[config.mk]
export PLATFORM = sky130hd
export DESIGN_NAME = mbist_top
export DESIGN_NICKNAME = d
export VERILOG_FILES = /design/src/design/mbist_pkg.sv /design/src/design/mbist_ctrl_if.sv /design/src/design/mbist_addr_gen.sv /design/src/design/mbist_bg_data_gen.sv /design/src/design/mbist_cmd_stage.sv /design/src/design/mbist_sequencer.sv /design/src/design/mbist_top.sv
export SDC_FILE = /design/constraint.sdc
export NUM_CORES = 1
export LEC_CHECK = 0
export BUFFER_PORTS_ARGS = -buffer_cell sky130_fd_sc_hd__buf_2
export CAP_MARGIN = 20
export CORE_ASPECT_RATIO = 1.75
export CORE_MARGIN = 5
export CORE_UTILIZATION = 43
export CTS_CLUSTER_DIAMETER = 50
export DETAILED_ROUTE_END_ITERATION = 12
export GPL_TIMING_DRIVEN = 0
export PLACE_DENSITY = 0.56
export SETUP_SLACK_MARGIN = 0.1
export SYNTH_ARGS = -nofsm -noshare
export SYNTH_HDL_FRONTEND = slang
export SYNTH_SLANG_ARGS = --single-unit
export TNS_END_PERCENT = 1
[constraint.sdc]
create_clock -name clk -period 6.63 [get_ports clk]
set_input_delay 1.989 -clock clk [delete_from_list [all_inputs] [get_ports clk]]
set_output_delay 1.989 -clock clk [all_outputs]
set_load 0.1 [all_outputs]
[src/design/mbist_pkg.sv]
`default_nettype none

package mbist_pkg;

    // --------------------
    // sizes and limits
    // --------------------
    localparam int INST_NUM   = 8;
    localparam int INST_NUM_W = $clog2(INST_NUM);

    localparam int ADDR_X = 3;
    localparam int ADDR_Y = 3;

    localparam logic [ADDR_X-1:0] ADDR_X_MAX = '1;
    localparam logic [ADDR_X-1:0] ADDR_X_MIN = '0;
    localparam logic [ADDR_Y-1:0] ADDR_Y_MAX = '1;
    localparam logic [ADDR_Y-1:0] ADDR_Y_MIN = '0;

    localparam int BG_DATA  = 4;
    localparam int RPT_CNTR = 2;

    // repeat counter carries when it reaches this value
    localparam logic [RPT_CNTR-1:0] RC_MAX = RPT_CNTR'(3);

    // --------------------
    // command encodings
    // --------------------
    typedef enum logic [1:0] {
        NOP   = 2'd0,
        WRITE = 2'd1,
        READ  = 2'd2,
        RMW   = 2'd3
    } t_op_cmd;

    // bit 1 marks a counting command, so inverting the order only
    // needs bit 0 xor bit 1 to swap INC and DEC
    typedef enum logic [1:0] {
        KEEP = 2'd0,
        CHG  = 2'd1,
        INC  = 2'd2,
        DEC  = 2'd3
    } t_addr_cmd;

    typedef enum logic [1:0] {
        AL = 2'd0,
        CS = 2'd1,
        RS = 2'd2,
        CB = 2'd3
    } t_bg_data_type;

    typedef enum logic {
        DFLT = 1'b0,
        INV  = 1'b1
    } t_dflt_inv;

    typedef enum logic {
        RC_KEEP = 1'b0,
        RC_INC  = 1'b1
    } t_rpt_cntr_cmd;

    typedef enum logic [1:0] {
        NO_LOOP = 2'd0,
        REPEAT  = 2'd1,
        JUMP    = 2'd2
    } t_loop_mode;

    // --------------------
    // instruction word
    // --------------------
    typedef struct packed {
        logic [INST_NUM_W-1:0] jmp_to_inst;
        t_dflt_inv             inv_addr_seq;
        t_dflt_inv             inv_bg_data;
        t_loop_mode            loop_mode;
        logic                  cond_rc;
        logic                  cond_y;
        logic                  cond_x;
        t_rpt_cntr_cmd         rpt_cntr_cmd;
        t_addr_cmd             addr_y_cmd;
        t_addr_cmd             addr_x_cmd;
        t_dflt_inv             bg_data_inv;
        t_bg_data_type         bg_data_type;
        t_op_cmd               op;
    } t_inst_fields;

    localparam int INST_W = 20;

    // raw view for the scan chain, field view for decode
    typedef union packed {
        logic [INST_W-1:0] raw;
        t_inst_fields      f;
    } t_inst_word;

endpackage

`default_nettype wire

[src/design/mbist_ctrl_if.sv]
`timescale 1ns/1ps
`default_nettype none

interface mbist_ctrl_if;
    import mbist_pkg::*;

    // one pulse per executed instruction step
    logic          step;
    t_addr_cmd     addr_x_cmd;
    t_addr_cmd     addr_y_cmd;
    t_bg_data_type bg_data_type;
    t_dflt_inv     bg_data_inv;
    t_op_cmd       op;
    // loop event qualified by the inversion bits of the instruction
    logic          toggle_addr;
    logic          toggle_data;
    // axis carries returned to the completion logic
    logic          addr_x_carry;
    logic          addr_y_carry;

    modport seq (
        output step, addr_x_cmd, addr_y_cmd, bg_data_type, bg_data_inv, op,
        output toggle_addr, toggle_data,
        input  addr_x_carry, addr_y_carry
    );

    modport addr (
        input  step, addr_x_cmd, addr_y_cmd, toggle_addr,
        output addr_x_carry, addr_y_carry
    );

    modport data (input step, bg_data_type, toggle_data);

    modport cmd (input step, op, bg_data_inv);

endinterface

`default_nettype wire

[src/design/mbist_addr_gen.sv]
`timescale 1ns/1ps
`default_nettype none

module mbist_addr_gen (
    input  logic                      clk,
    input  logic                      rstn,
    mbist_ctrl_if.addr                ctrl,
    output logic [mbist_pkg::ADDR_X-1:0] o_addr_x,
    output logic [mbist_pkg::ADDR_Y-1:0] o_addr_y
);
    import mbist_pkg::*;

    logic [ADDR_X-1:0] r_addr_x;
    logic [ADDR_X-1:0] next_x;
    logic [ADDR_Y-1:0] r_addr_y;
    logic [ADDR_Y-1:0] next_y;
    logic              r_inv_addr;
    t_addr_cmd         x_cmd;
    t_addr_cmd         y_cmd;
    logic              x_carry;
    logic              y_carry;

    // swaps INC and DEC, KEEP and CHG pass unchanged
    function automatic t_addr_cmd swap_dir(input t_addr_cmd cmd);
        return t_addr_cmd'({cmd[1], cmd[0] ^ cmd[1]});
    endfunction

    assign x_cmd = r_inv_addr ? swap_dir(ctrl.addr_x_cmd) : ctrl.addr_x_cmd;
    assign y_cmd = r_inv_addr ? swap_dir(ctrl.addr_y_cmd) : ctrl.addr_y_cmd;

    // --------------------
    // carries
    // --------------------
    // a CHG axis takes its direction from the other axis
    always_comb begin
        case (x_cmd)
            INC: x_carry = (r_addr_x == ADDR_X_MAX);
            DEC: x_carry = (r_addr_x == ADDR_X_MIN);
            CHG: x_carry = (y_cmd == INC) ? (r_addr_x == ADDR_X_MAX) :
                           (y_cmd == DEC) ? (r_addr_x == ADDR_X_MIN) : 1'b0;
            default: x_carry = 1'b0;
        endcase
        case (y_cmd)
            INC: y_carry = (r_addr_y == ADDR_Y_MAX);
            DEC: y_carry = (r_addr_y == ADDR_Y_MIN);
            CHG: y_carry = (x_cmd == INC) ? (r_addr_y == ADDR_Y_MAX) :
                           (x_cmd == DEC) ? (r_addr_y == ADDR_Y_MIN) : 1'b0;
            default: y_carry = 1'b0;
        endcase
    end

    assign ctrl.addr_x_carry = x_carry;
    assign ctrl.addr_y_carry = y_carry;

    // --------------------
    // next address
    // --------------------
    // bounds are the full range, so plain +1 / -1 wraps around
    always_comb begin
        case (x_cmd)
            INC: next_x = r_addr_x + 1'b1;
            DEC: next_x = r_addr_x - 1'b1;
            CHG: next_x = (y_cmd == INC && y_carry) ? r_addr_x + 1'b1 :
                          (y_cmd == DEC && y_carry) ? r_addr_x - 1'b1 : r_addr_x;
            default: next_x = r_addr_x;
        endcase
        case (y_cmd)
            INC: next_y = r_addr_y + 1'b1;
            DEC: next_y = r_addr_y - 1'b1;
            CHG: next_y = (x_cmd == INC && x_carry) ? r_addr_y + 1'b1 :
                          (x_cmd == DEC && x_carry) ? r_addr_y - 1'b1 : r_addr_y;
            default: next_y = r_addr_y;
        endcase
    end

    // a step that flips the order keeps the address, so the reversed
    // sequence starts from the last address of the previous pass
    always_ff @(posedge clk or negedge rstn) begin
        if (!rstn) begin
            r_addr_x   <= '0;
            r_addr_y   <= '0;
            r_inv_addr <= 1'b0;
        end else if (ctrl.step) begin
            if (ctrl.toggle_addr) begin
                r_inv_addr <= ~r_inv_addr;
            end else begin
                r_addr_x <= next_x;
                r_addr_y <= next_y;
            end
        end
    end

    assign o_addr_x = r_addr_x;
    assign o_addr_y = r_addr_y;

endmodule

`default_nettype wire

[src/design/mbist_bg_data_gen.sv]
`timescale 1ns/1ps
`default_nettype none

module mbist_bg_data_gen (
    input  logic                          clk,
    input  logic                          rstn,
    mbist_ctrl_if.data                    ctrl,
    input  logic [mbist_pkg::ADDR_X-1:0]  i_addr_x,
    input  logic [mbist_pkg::ADDR_Y-1:0]  i_addr_y,
    output logic [mbist_pkg::BG_DATA-1:0] o_bg_data
);
    import mbist_pkg::*;

    logic [BG_DATA-1:0] r_data;
    logic [BG_DATA-1:0] next_data;
    logic               flip;

    // parity of the current address picks the pattern
    always_comb begin
        case (ctrl.bg_data_type)
            CS:      flip = i_addr_y[0];
            RS:      flip = i_addr_x[0];
            CB:      flip = i_addr_x[0] ^ i_addr_y[0];
            default: flip = 1'b0;
        endcase
    end

    // loop inversion is applied on top of the pattern
    assign next_data = (flip ^ ctrl.toggle_data) ? ~r_data : r_data;

    always_ff @(posedge clk or negedge rstn) begin
        if (!rstn) begin
            r_data <= '0;
        end else if (ctrl.step) begin
            r_data <= next_data;
        end
    end

    assign o_bg_data = r_data;

endmodule

`default_nettype wire

[src/design/mbist_cmd_stage.sv]
`timescale 1ns/1ps
`default_nettype none

module mbist_cmd_stage (
    input  logic                          clk,
    input  logic                          rstn,
    mbist_ctrl_if.cmd                     ctrl,
    input  logic [mbist_pkg::ADDR_X-1:0]  i_addr_x,
    input  logic [mbist_pkg::ADDR_Y-1:0]  i_addr_y,
    input  logic [mbist_pkg::BG_DATA-1:0] i_bg_data,
    input  logic                          i_ready,
    output logic                          o_can_step,
    output logic                          o_valid,
    output mbist_pkg::t_op_cmd            o_op,
    output logic [mbist_pkg::ADDR_X-1:0]  o_addr_x,
    output logic [mbist_pkg::ADDR_Y-1:0]  o_addr_y,
    output logic [mbist_pkg::BG_DATA-1:0] o_data
);
    import mbist_pkg::*;

    logic load;

    // stage is free when empty or when the held beat leaves this cycle
    assign o_can_step = ~o_valid | i_ready;

    assign load = ctrl.step & (ctrl.op != NOP);

    always_ff @(posedge clk or negedge rstn) begin
        if (!rstn) begin
            o_valid <= 1'b0;
        end else if (load) begin
            o_valid <= 1'b1;
        end else if (i_ready) begin
            o_valid <= 1'b0;
        end
    end

    // beat payload
    always_ff @(posedge clk) begin
        if (load) begin
            o_op     <= ctrl.op;
            o_addr_x <= i_addr_x;
            o_addr_y <= i_addr_y;
            o_data   <= (ctrl.bg_data_inv == INV) ? ~i_bg_data : i_bg_data;
        end
    end

endmodule

`default_nettype wire

[src/design/mbist_sequencer.sv]
`timescale 1ns/1ps
`default_nettype none

module mbist_sequencer (
    input  logic            clk,
    input  logic            rstn,
    input  logic            i_shift_mode,
    input  logic            i_si,
    input  logic            i_mbist_run,
    input  logic            i_can_step,
    output logic            o_so,
    output logic            o_end_of_prog,
    mbist_ctrl_if.seq       ctrl
);
    import mbist_pkg::*;

    t_inst_word            r_store [INST_NUM];
    t_inst_word            cur;
    logic [INST_NUM_W-1:0] r_inst_ptr;
    logic [INST_NUM_W-1:0] next_ptr;
    logic [INST_NUM-1:0]   r_loop;
    logic [INST_NUM-1:0]   next_loop;
    logic [RPT_CNTR-1:0]   r_rpt_cntr;
    logic                  r_done;
    logic                  r_eop;

    logic step;
    logic rc_carry;
    logic complete;
    logic jmp_en;
    logic loop_event;
    logic finish;

    // --------------------
    // instruction store
    // --------------------
    // one long chain, slot 0 bit 0 in, top bit of the last slot out
    always_ff @(posedge clk) begin
        if (i_shift_mode) begin
            r_store[0].raw <= {r_store[0].raw[INST_W-2:0], i_si};
            for (int i = 1; i < INST_NUM; i++) begin
                r_store[i].raw <= {r_store[i].raw[INST_W-2:0], r_store[i-1].raw[INST_W-1]};
            end
        end
    end

    assign o_so = r_store[INST_NUM-1].raw[INST_W-1];

    assign cur = r_store[r_inst_ptr];

    // --------------------
    // completion and flow
    // --------------------
    assign step = i_mbist_run & ~i_shift_mode & ~r_done & i_can_step;

    assign rc_carry = (r_rpt_cntr == RC_MAX);

    // unselected conditions count as met
    assign complete = (~cur.f.cond_x  | ctrl.addr_x_carry) &
                      (~cur.f.cond_y  | ctrl.addr_y_carry) &
                      (~cur.f.cond_rc | rc_carry);

    assign jmp_en = ((cur.f.loop_mode == REPEAT) & complete & ~r_loop[r_inst_ptr]) |
                    ((cur.f.loop_mode == JUMP) & ~complete);

    assign loop_event = jmp_en | ((cur.f.loop_mode == REPEAT) & complete);

    assign finish = (r_inst_ptr == INST_NUM_W'(INST_NUM - 1)) & complete & ~jmp_en;

    always_comb begin
        if (jmp_en) begin
            next_ptr = cur.f.jmp_to_inst;
        end else if (complete) begin
            next_ptr = r_inst_ptr + 1'b1;
        end else begin
            next_ptr = r_inst_ptr;
        end
    end

    // loop bits of slots already left behind are cleared
    always_comb begin
        for (int i = 0; i < INST_NUM; i++) begin
            if (INST_NUM_W'(i) < r_inst_ptr) begin
                next_loop[i] = 1'b0;
            end else begin
                next_loop[i] = r_loop[i];
            end
        end
        if (cur.f.loop_mode == REPEAT && complete) begin
            next_loop[r_inst_ptr] = 1'b1;
        end
    end

    always_ff @(posedge clk or negedge rstn) begin
        if (!rstn) begin
            r_inst_ptr <= '0;
            r_loop     <= '0;
            r_rpt_cntr <= '0;
            r_done     <= 1'b0;
            r_eop      <= 1'b0;
        end else begin
            r_eop <= step & finish;
            if (step) begin
                r_inst_ptr <= next_ptr;
                r_loop     <= next_loop;
                if (cur.f.rpt_cntr_cmd == RC_INC) begin
                    r_rpt_cntr <= r_rpt_cntr + 1'b1;
                end
                if (finish) begin
                    r_done <= 1'b1;
                end
            end
        end
    end

    assign o_end_of_prog = r_eop;

    // --------------------
    // step control out
    // --------------------
    assign ctrl.step         = step;
    assign ctrl.addr_x_cmd   = cur.f.addr_x_cmd;
    assign ctrl.addr_y_cmd   = cur.f.addr_y_cmd;
    assign ctrl.bg_data_type = cur.f.bg_data_type;
    assign ctrl.bg_data_inv  = cur.f.bg_data_inv;
    assign ctrl.op           = cur.f.op;
    assign ctrl.toggle_addr  = loop_event & (cur.f.inv_addr_seq == INV);
    assign ctrl.toggle_data  = loop_event & (cur.f.inv_bg_data == INV);

endmodule

`default_nettype wire

[src/design/mbist_top.sv]
`timescale 1ns/1ps
`default_nettype none

module mbist_top (
    input  logic                          clk,
    input  logic                          rstn,
    input  logic                          i_shift_mode,
    input  logic                          i_si,
    output logic                          o_so,
    input  logic                          i_mbist_run,
    input  logic                          i_ready,
    output logic                          o_valid,
    output mbist_pkg::t_op_cmd            o_op,
    output logic [mbist_pkg::ADDR_X-1:0]  o_addr_x,
    output logic [mbist_pkg::ADDR_Y-1:0]  o_addr_y,
    output logic [mbist_pkg::BG_DATA-1:0] o_data,
    output logic                          o_end_of_prog
);
    import mbist_pkg::*;

    logic [ADDR_X-1:0]  addr_x;
    logic [ADDR_Y-1:0]  addr_y;
    logic [BG_DATA-1:0] bg_data;
    logic               can_step;

    mbist_ctrl_if u_ctrl_if ();

    mbist_sequencer u_sequencer (
        .clk           (clk),
        .rstn          (rstn),
        .i_shift_mode  (i_shift_mode),
        .i_si          (i_si),
        .i_mbist_run   (i_mbist_run),
        .i_can_step    (can_step),
        .o_so          (o_so),
        .o_end_of_prog (o_end_of_prog),
        .ctrl          (u_ctrl_if.seq)
    );

    mbist_addr_gen u_addr_gen (
        .clk      (clk),
        .rstn     (rstn),
        .ctrl     (u_ctrl_if.addr),
        .o_addr_x (addr_x),
        .o_addr_y (addr_y)
    );

    mbist_bg_data_gen u_bg_data_gen (
        .clk       (clk),
        .rstn      (rstn),
        .ctrl      (u_ctrl_if.data),
        .i_addr_x  (addr_x),
        .i_addr_y  (addr_y),
        .o_bg_data (bg_data)
    );

    mbist_cmd_stage u_cmd_stage (
        .clk        (clk),
        .rstn       (rstn),
        .ctrl       (u_ctrl_if.cmd),
        .i_addr_x   (addr_x),
        .i_addr_y   (addr_y),
        .i_bg_data  (bg_data),
        .i_ready    (i_ready),
        .o_can_step (can_step),
        .o_valid    (o_valid),
        .o_op       (o_op),
        .o_addr_x   (o_addr_x),
        .o_addr_y   (o_addr_y),
        .o_data     (o_data)
    );

endmodule

`default_nettype wire

==> results of run 1 <==
## registers in the layout, summed over array words and instances, names as in the netlist
signal,cells
u_bg_data_gen.o_bg_data,4
u_cmd_stage.o_op,2
u_cmd_stage.o_data,4
u_sequencer.r_inst_ptr,3
u_sequencer.r_store,160
u_cmd_stage.o_addr_y,3
u_sequencer.o_end_of_prog,1
u_addr_gen.r_inv_addr,1
u_sequencer.r_loop,8
u_sequencer.r_rpt_cntr,2
u_cmd_stage.o_addr_x,3
u_addr_gen.o_addr_y,3
u_addr_gen.o_addr_x,3
u_cmd_stage.o_valid,1
u_sequencer.r_done,1
## layer usage
metal,up-vias,share of wire
li1,2082,-
met3,36,0.032
met5,-,0
met2,124,0.56
met4,0,0.031
met1,2418,0.37
## cell families after synthesis
| family | share of synthesized area |
|---|---|
| compound gates | 0.0787 |
| xor+xnor | 0.0190 |
| fa+ha+maj | 0.0181 |
| buf+inv | 0.0223 |
| flops | 0.702 |
| mux | 0.106 |
| simple gates | 0.0540 |
## area by class of cell
cell class / instances / area (µm²)
Buffer: 28 / 136
Fill cell: 1642 / 9750
Inverter: 13 / 48.8
Sequential cell: 199 / 5840
Clock inverter: 13 / 164
Timing Repair Buffer: 21 / 134
Clock buffer: 19 / 443
Tap cell: 241 / 302
Multi-Input combinational cell: 275 / 2290
## Yosys cell counts, types with 6 or more instances
cell type / instances / area share
mux2i_1: 22 / 0.026
a21oi_1: 19 / 0.011
inv_1: 12 / 0.0054
nor2_1: 15 / 0.0068
dfrtp_1: 27 / 0.081
buf_2: 7 / 0.0042
xnor2_1: 6 / 0.0063
o21ai_0: 13 / 0.0078
nand3_1: 6 / 0.0036
nor2b_1: 7 / 0.0053
ha_1: 12 / 0.018
xor2_1: 12 / 0.013
mux4_2: 19 / 0.051
a31oi_1: 9 / 0.0068
nand2_1: 42 / 0.019
edfxtp_1: 172 / 0.62
a221oi_1: 9 / 0.0095
mux2_2: 14 / 0.019
clkbuf_1: 12 / 0.0054
## power breakdown
part | switching (mW) | internal (mW)
combinational | 1.05 | 0.577
clock | 0.480 | 0.578
sequential | 0.0946 | 1.54
## worst max-delay path by stage
stage / startpoint / to / slack [ps]
2_1_floorplan: i_ready / u_cmd_stage.o_addr_x[0] / 3310
3_3_place_gp: i_shift_mode / u_cmd_stage.o_addr_y[1] / 590
3_5_place_dp: u_sequencer.r_inst_ptr[1] / u_cmd_stage.o_addr_y[2] / 2160
4_1_cts: u_sequencer.r_inst_ptr[1] / u_cmd_stage.o_addr_x[1] / 2150
5_1_grt: u_sequencer.r_inst_ptr[1] / u_cmd_stage.o_addr_y[0] / 1830
6_report: u_sequencer.r_inst_ptr[1] / u_cmd_stage.o_addr_x[1] / 2270
## cell usage in the layout (no fill, tap or decap), types with 3 or more instances in the layout
cell / count
inv_1: 12
and2_1: 5
a21oi_1: 19
dfrtp_1: 27
clkinv_4: 3
o221ai_1: 3
clkbuf_16: 17
clkbuf_1: 13
xnor2_1: 6
mux4_2: 19
nand3_1: 6
a22oi_1: 5
ha_1: 12
o21ai_0: 13
a31oi_1: 9
mux2_2: 14
inv_6: 4
buf_1: 5
a221oi_1: 9
nor3_1: 5
o22ai_1: 3
buf_6: 3
mux2i_1: 22
buf_2: 26
nor2b_1: 7
nor2_1: 15
edfxtp_1: 172
o21ai_1: 3
xor2_1: 12
nand2_1: 42
## stage by stage
stage          total power, mW  setup WS [ps]  area [µm²]  hold slack, ps   util
5_1_grt                   4.53           1830        9360             461  0.490
6_report                  4.32           2270        9360             450  0.490
3_3_place_gp              3.26            585        8720             425  0.456
4_1_cts                   4.35           2150        9360             449  0.490
3_5_place_dp              3.29           2160        8750             432  0.458
2_1_floorplan             2.82           3310        8320             418      -
==> flow_summary_export.csv, run 1 <==
group,metric,value,unit
setup_path,worstPathRequired,6710,ps
synth,ys_ff_latch,199,
global_route,met2_usage,0.323,
sta,grt_setup_unrepaired,"false",
worst_hold_path,holdPathStages,0,
detailed_routing,dr.pass1.iters,5,
sta,hold_violations,0,
detailed_routing,post_drt_via_cell_ratio,5.76,
power,leakage,3.37,nW
setup_path,critPathKind,"reg -> reg",
finish,fin_nets,573,
setup_path,crit_family,"buffers and inverters",
synth,synth_area,8320,µm²
synth,syn_area_per_cell,16.1,µm²
synth,syn-num-nets,533,
worst_hold_path,hold_path_end,"u_sequencer.r_store[1][0]",
setup_path,path_depth,10,
clock_network,clock_latency,440,ps
setup_path,rr_worst_depth,10,
global_route,grt-ovfl-total,0,
clock_network,cts_resized,0,
clock_network,cts_tree,"built",
detailed_routing,wl_per_cell,23.9,µm
global_route,grt_pass1_vias,4787,
sta,maxSlewHeadroom,0.277,
floorplan,pin_count,21,
setup_path,critPathArrivalTime,4430,ps
clock_network,cts_setup_buffers,0,
sta,setup_viol,0,
global_route,track_usage,0.180,
detailed_routing,ant_nets,0,
worst_hold_path,hold_start,"u_sequencer.r_store[0][19]",
setup_path,rrSetupSlack,2270,ps
sta,clock.fmax,230,MHz
clock_network,clockRootBuffer,"clkbuf_16",
synth,syn_inst,515,
clock_network,htree_levels,4,
global_route,globalRouteMet3Util,0.0334,
placed_design,place.gp.congestion,0.813,
flow_run,cap_viol_max_count,0,
global_route,met1_usage,0.205,
setup_path,worstPathMaxFanout,12,
floorplan,fp.dieH,194,µm
synth,synthArstFlopShare,0.136,
finish,area_growth,12.5,%
synth,yosysSeqAreaShare,0.702,
setup_path,slowest_delay,670,ps
setup_path,cp-end-kind,"flop",
clock_network,ctsHoldBuffers,0,
clock_network,clkSinkCount,199,
finish,diodes,0,
sta,setup_tns,0,ps
synth,yosys_warnings,0,
clock_network,cts_buffer_depth,2,
synth,synth-edff-count,172,
global_route,top_usage_layer,"met2",
synth,ys.flop_type,"edfxtp_1",
setup_path,start_kind,"flop",
power,power_density,461,nW/µm²
detailed_routing,routed-via-count,4660,
setup_path,crit_path_frequent_cell,"buf_2",
sta,drv_slew,0,
clock_network,clkSlewWorstSetupHoldPaths,80,ps
power,irDropWorstVdd,205,µV
setup_path,crit_path_top_delay_cell,"buf_1",
floorplan,core,19100,µm²
floorplan,die_x,115,µm
sta,min_period,4360,ps
setup_path,worstPathCellList,"buf_2, buf_2, buf_2, buf_1, buf_1, clkbuf_1, a32oi_1, o21ai_0, o21ai_0, inv_1",
placed_design,place_inst,777,
status,status,"finished clean",
floorplan,initial_utilization,0.435,
setup_path,crit_buf_inv,7,
floorplan,die-area,22300,µm²
clock_network,cts_buffers,17,
detailed_routing,drtIter0Drc,437,
placed_design,io_buffers,20,
sta,tightest_slew,1070,ps
finish,layout.cells.non_filler,809,
setup_path,r2r_end,"u_cmd_stage.o_addr_x[1]",
setup_path,r2r-start,"u_sequencer.r_inst_ptr[1]",
global_route,grt_pass1_wl,29.2,mm
detailed_routing,drcViolationCount,0,
global_route,antenna_found_initial,0,
global_route,grt_max_degree,83,
finish,drive_above_1_share,0.188,
sta,clock_skew,9.67,ps
worst_hold_path,hold_class,"reg -> reg",
sta,timing.final.crit_share,0.657,
floorplan,fp-row-count,67,
synth,synth.distinct_cells,64,
detailed_routing,wl,19.4,mm
placed_design,hpwl,13.6,mm
(Power assumes the default switching activity.)
==> inputs of run 2 (changes only) <==
clock period = 4.1 ns   (was 6.63 ns; I/O delays follow)
==> run 2 against run 1 <==
Cell area about the same. Sequential share of layout area about the same. Clock skew about the same. Critical path type unchanged.
==> flow_summary_export.csv, run 2 (synthesized netlist as in run 1, its figures left out) <==
group,metric,value,unit
status,status,"finished clean",
sta,hold_violations,0,
setup_path,r2r_end,"u_addr_gen.o_addr_y[2]",
clock_network,cts_buffers,17,
global_route,grt-ovfl-total,0,
placed_design,place.gp.congestion,0.813,
worst_hold_path,hold_path_end,"u_sequencer.r_store[1][0]",
finish,top_register,"u_sequencer.r_store",
sta,maxSlewHeadroom,0.294,
finish,multi_input_area,2290,µm²
detailed_routing,dr.pass1.iters,5,
floorplan,initial_utilization,0.435,
setup_path,start_kind,"flop",
sta,grt_setup_unrepaired,"true",
placed_design,placed_cell_area,8750,µm²
sta,clock.fmax,262,MHz
floorplan,die_x,115,µm
setup_path,worstPathRequired,4420,ps
detailed_routing,ant_nets,0,
floorplan,fp-row-count,67,
sta,setup_viol,0,
finish,diodes,0,
sta,hold_ws,449,ps
global_route,track_usage,0.178,
setup_path,worstPathMaxFanout,19,
clock_network,clkSlewWorstSetupHoldPaths,70,ps
worst_hold_path,hold_start,"u_sequencer.r_store[0][19]",
finish,drive_above_1_share,0.191,
setup_path,r2r-start,"u_sequencer.r_inst_ptr[0]",
global_route,met1_usage,0.204,
detailed_routing,post_drt_via_cell_ratio,5.77,
placed_design,io_buffers,20,
worst_hold_path,hold_class,"reg -> reg",
clock_network,clockRootBuffer,"clkbuf_16",
clock_network,htree_levels,4,
floorplan,core,19100,µm²
worst_hold_path,holdPathStages,0,
finish,fin_nets,571,
finish,final_cell_mix,"edfxtp_1, nand2_1, dfrtp_1, buf_2, mux2i_1",
setup_path,rrSetupSlack,280,ps
power,leakage,3.37,nW
flow_run,cap_viol_max_count,0,
sta,drv_slew,0,
global_route,antenna_found_initial,0,
global_route,grt_pass1_vias,4764,
placed_design,hpwl,13.6,mm
finish,layout.cells.non_filler,807,
finish,regArea,5840,µm²
finish,largest_reg_flops,160,
floorplan,die-area,22300,µm²
setup_path,critPathKind,"reg -> reg",
global_route,globalRouteMet3Util,0.0319,
detailed_routing,drtIter0Drc,450,
setup_path,critPathArrivalTime,4140,ps
global_route,grt_max_degree,83,
sta,min_period,3820,ps
setup_path,rr_worst_depth,13,
clock_network,cts_setup_buffers,0,
sta,timing.final.crit_share,0.932,
detailed_routing,drcViolationCount,0,
setup_path,cp-end-kind,"flop",
global_route,grt_pass1_wl,29.0,mm
sta,clock_skew,10.0,ps
placed_design,place_inst,777,
power,power_density,745,nW/µm²
detailed_routing,wl_per_cell,23.9,µm
finish,fin_area,9350,µm²
detailed_routing,routed-via-count,4657,
finish,area_growth,12.5,%
clock_network,clock_latency,440,ps
global_route,met2_usage,0.320,
sta,tightest_slew,1050,ps
finish,fill_cells,1639,
finish,layout.cells.most_common,"edfxtp_1",
power,irDropWorstVdd,332,µV
clock_network,clkSinkCount,199,
floorplan,fp.dieH,194,µm
detailed_routing,wl,19.3,mm
clock_network,cts_buffer_depth,2,
global_route,top_usage_layer,"met2",
floorplan,pin_count,21,
finish,reg.largest.list,"u_sequencer.r_store (160), u_sequencer.r_loop (8)",
clock_network,ctsHoldBuffers,0,
clock_network,cts_tree,"built",
run 2: metal layers:
metal | up-vias | share of wire
met4 | 0 | 0.030
met2 | 115 | 0.56
met3 | 32 | 0.029
li1 | 2078 | -
met1 | 2432 | 0.38
met5 | - | 0
run 2: per-stage QoR:
stage               TNS [ps]  total power, mW  utilization  setup WS (ps)
finish                     0             6.97        0.489            280
global route               0             7.31        0.489           95.5
CTS                        0             7.03        0.489            173
detailed placement     -4420             5.32        0.458           -369
global placement      -54460             5.28        0.456          -1190
floorplan                  0             4.57            -            947
run 2: worst max-delay path by stage:
stage                                   start                 endpoint  slack (ps)  depth (start not counted)
floorplan           u_sequencer.r_inst_ptr[0]   u_addr_gen.o_addr_y[2]         950                         12
global placement                 i_shift_mode  u_cmd_stage.o_addr_y[1]       -1190                          6
detailed placement  u_sequencer.r_inst_ptr[1]  u_cmd_stage.o_addr_y[2]        -370                         10
CTS                 u_sequencer.r_inst_ptr[1]  u_cmd_stage.o_addr_x[1]         170                          9
global route        u_sequencer.r_inst_ptr[0]   u_addr_gen.o_addr_y[2]         100                         13
finish              u_sequencer.r_inst_ptr[0]   u_addr_gen.o_addr_y[2]         280                         13
run 2: critical path, cell delays in order, from the launching register on:
cell and delay (ps):
dfrtp_1 390, buf_6 150, buf_4 220, nor2_1 590, o2bb2ai_1 230, a221oi_2 140, xnor2_1 420, mux2i_1 280
o311ai_1 140, and2_1 200, buf_6 130, o211a_4 280, nor3_4 200, mux2_1 340
run 2: power breakdown:
part	leakage (nW)	switching, mW	internal, mW
clock network	0.290	0.775	0.936
logic	1.07	1.69	0.930
registers	2.01	0.153	2.49
total	3.37	2.62	4.35
run 2: final cells by class:
| cell class | instances | area share |
|---|---|---|
| clock buffer | 19 | 0.0474 |
| buffer | 26 | 0.0139 |
| tap | 241 | 0.0322 |
| sequential | 199 | 0.624 |
| clock inverter | 13 | 0.0175 |
| timing repair buffer | 21 | 0.0143 |
| multi-input combinational | 275 | 0.245 |
| inverter | 13 | 0.00522 |
run 2: what timing repair did:
action,in CTS,in global routing
gates resized for setup,0,1
setup endpoints to repair,12,13
gates cloned,0,0
endpoints found under the hold margin,0,0
==> inputs of run 3 (changes only) <==
RECOVER_POWER = 100   (was not set)
==> run 3 against run 2 <==
The run now ends with max-capacitance violations, max-slew violations left. Power shrank 0.29%. Core utilization shrank 0.27 points. Register-to-register slack lost 60 ps. Count of clock-buffer cells in the layout is the same. Die area is the same. Sequential cell count is the same. Critical path type unchanged. Critical endpoint is now u_bg_data_gen.o_bg_data[3].
==> flow_summary_export.csv, run 3 (synthesized netlist as in run 1, its figures left out) <==
group,metric,value,unit
finish,regArea,5840,µm²
global_route,antenna_found_initial,0,
global_route,grt_pass1_vias,4764,
finish,fill_cells,1650,
clock_network,cts_buffer_depth,2,
setup_path,critPathKind,"reg -> reg",
finish,drive_above_1_share,0.163,
finish,largest_reg_flops,160,
finish,reg.largest.list,"u_sequencer.r_store (160), u_sequencer.r_loop (8)",
setup_path,cp-end-kind,"flop",
setup_path,r2r-start,"u_sequencer.r_inst_ptr[1]",
detailed_routing,ant_nets,0,
sta,timing.final.crit_share,0.946,
sta,drv_slew,109,
clock_network,clkSlewWorstSetupHoldPaths,80,ps
status,failed_checks,"max-capacitance violations, max-slew violations",
setup_path,crit_start,"u_sequencer.r_inst_ptr[1]",
setup_path,critPathArrivalTime,4230,ps
finish,final_cell_mix,"edfxtp_1, nand2_1, clkbuf_1, dfrtp_1, mux2i_1",
detailed_routing,drcViolationCount,0,
detailed_routing,dr.pass1.iters,5,
sta,grt_setup_unrepaired,"true",
clock_network,ctsHoldBuffers,0,
global_route,grt_max_degree,83,
floorplan,die_x,115,µm
floorplan,fp.dieH,194,µm
setup_path,setup.worst_path.end,"u_bg_data_gen.o_bg_data[3]",
finish,area_growth,11.8,%
finish,layout.cells.most_common,"edfxtp_1",
finish,multi_input_area,2280,µm²
floorplan,fp-row-count,67,
worst_hold_path,hold_start,"u_sequencer.r_store[6][0]",
clock_network,htree_levels,4,
global_route,track_usage,0.178,
placed_design,hpwl,13.6,mm
setup_path,worstPathRequired,4450,ps
power,power_density,747,nW/µm²
setup_path,rrSetupSlack,220,ps
detailed_routing,post_drt_via_cell_ratio,5.73,
floorplan,die-area,22300,µm²
clock_network,clockRootBuffer,"clkbuf_16",
floorplan,initial_utilization,0.435,
sta,clock_skew,11.3,ps
detailed_routing,drtIter0Drc,423,
sta,maxSlewHeadroom,-0.282,
finish,top_register,"u_sequencer.r_store",
sta,setup_tns,0,ps
floorplan,pin_count,21,
worst_hold_path,hold_class,"reg -> reg",
clock_network,clock_latency,440,ps
detailed_routing,wl,19.3,mm
clock_network,cts_setup_buffers,0,
status,status,"finished with violations",
global_route,grt_pass1_wl,29.0,mm
sta,hold_violations,0,
global_route,grt-ovfl-total,0,
floorplan,core,19100,µm²
sta,tightest_slew,1920,ps
worst_hold_path,holdPathStages,0,
setup_path,r2r_end,"u_bg_data_gen.o_bg_data[3]",
flow_run,cap_viol_max_count,2,
detailed_routing,wl_per_cell,23.9,µm
sta,clock.fmax,258,MHz
power,leakage,3.31,nW
setup_path,rr_worst_depth,13,
setup_path,worstPathMaxFanout,10,
clock_network,cts_tree,"built",
clock_network,cts_buffers,17,
sta,setup_viol,0,
finish,fin_nets,571,
detailed_routing,routed-via-count,4621,
clock_network,clkSinkCount,199,
finish,diodes,0,
placed_design,place.gp.congestion,0.813,
finish,utilization,0.487,
power,irDropWorstVdd,326,µV
sta,min_period,3880,ps
setup_path,start_kind,"flop",
placed_design,io_buffers,20,
[run 3: changes by cell type in the layout (fill, tap and decap cells not counted), moves of 2 or more]
cell / change
buf_2: -17
clkbuf_1: +16
clkbuf_2: +2
o21ai_0: +2
o21ai_1: -2
[run 3: cell type report]
type / instances / area share
Multi-Input combinational cell: 275 / 0.245
Buffer: 26 / 0.0140
Sequential cell: 199 / 0.628
Inverter: 13 / 0.00525
Timing Repair Buffer: 21 / 0.00982
Tap cell: 241 / 0.0324
Clock buffer: 19 / 0.0476
Clock inverter: 13 / 0.0176
[run 3: repair_timing]
action | CTS | global route
hold endpoints to repair | 0 | 0
resized for setup | 0 | 1
setup endpoints to repair | 12 | 13
[run 3: metrics by stage]
stage                     worst slack [ps]  area [µm²]  hold slack [ps]  cells  total power, mW
after floorplan                        947        8320              418    515             4.57
after global placement               -1190        8720              425    776             5.28
after detailed placement              -369        8750              432    777             5.32
after CTS                              173        9350              449    807             7.03
after global routing                  48.5        9300              461    807             7.29
final                                  221        9300              451    807             6.95
[run 3: where the power goes]
group,switching [mW],internal (mW),total (mW)
logic,1.68,0.909,2.59
clock network,0.778,0.935,1.71
registers,0.154,2.49,2.65
[run 3: how the worst min path moves through the flow]
stage / end / slack, ps
global placement: u_sequencer.r_store[5][0] / 430
floorplan: u_sequencer.r_store[2][6] / 420
detailed placement: u_sequencer.r_store[2][9] / 430
finish: u_sequencer.r_store[6][1] / 450
global route: u_sequencer.r_store[3][3] / 460
CTS: u_sequencer.r_store[4][7] / 450
[run 3: critical path, stage by stage (launching register included)]
cell and delay (ps):
dfrtp_1 380, clkbuf_2 240, nor2b_1 220, clkbuf_1 610, a32o_1 350, or2_1 130, clkbuf_1 260, nand2_1 100
o311ai_1 380, and2_0 210, buf_6 140, o211a_4 180, mux2i_2 390, xor2_1 200
[run 3: metal layers]
metal | up-vias | part of all wire | GRT usage
met5 | - | 0 | 0
met4 | 0 | 0.033 | 0.0748
met3 | 39 | 0.031 | 0.0319
met2 | 125 | 0.56 | 0.320
met1 | 2380 | 0.38 | 0.204
li1 | 2077 | - | -
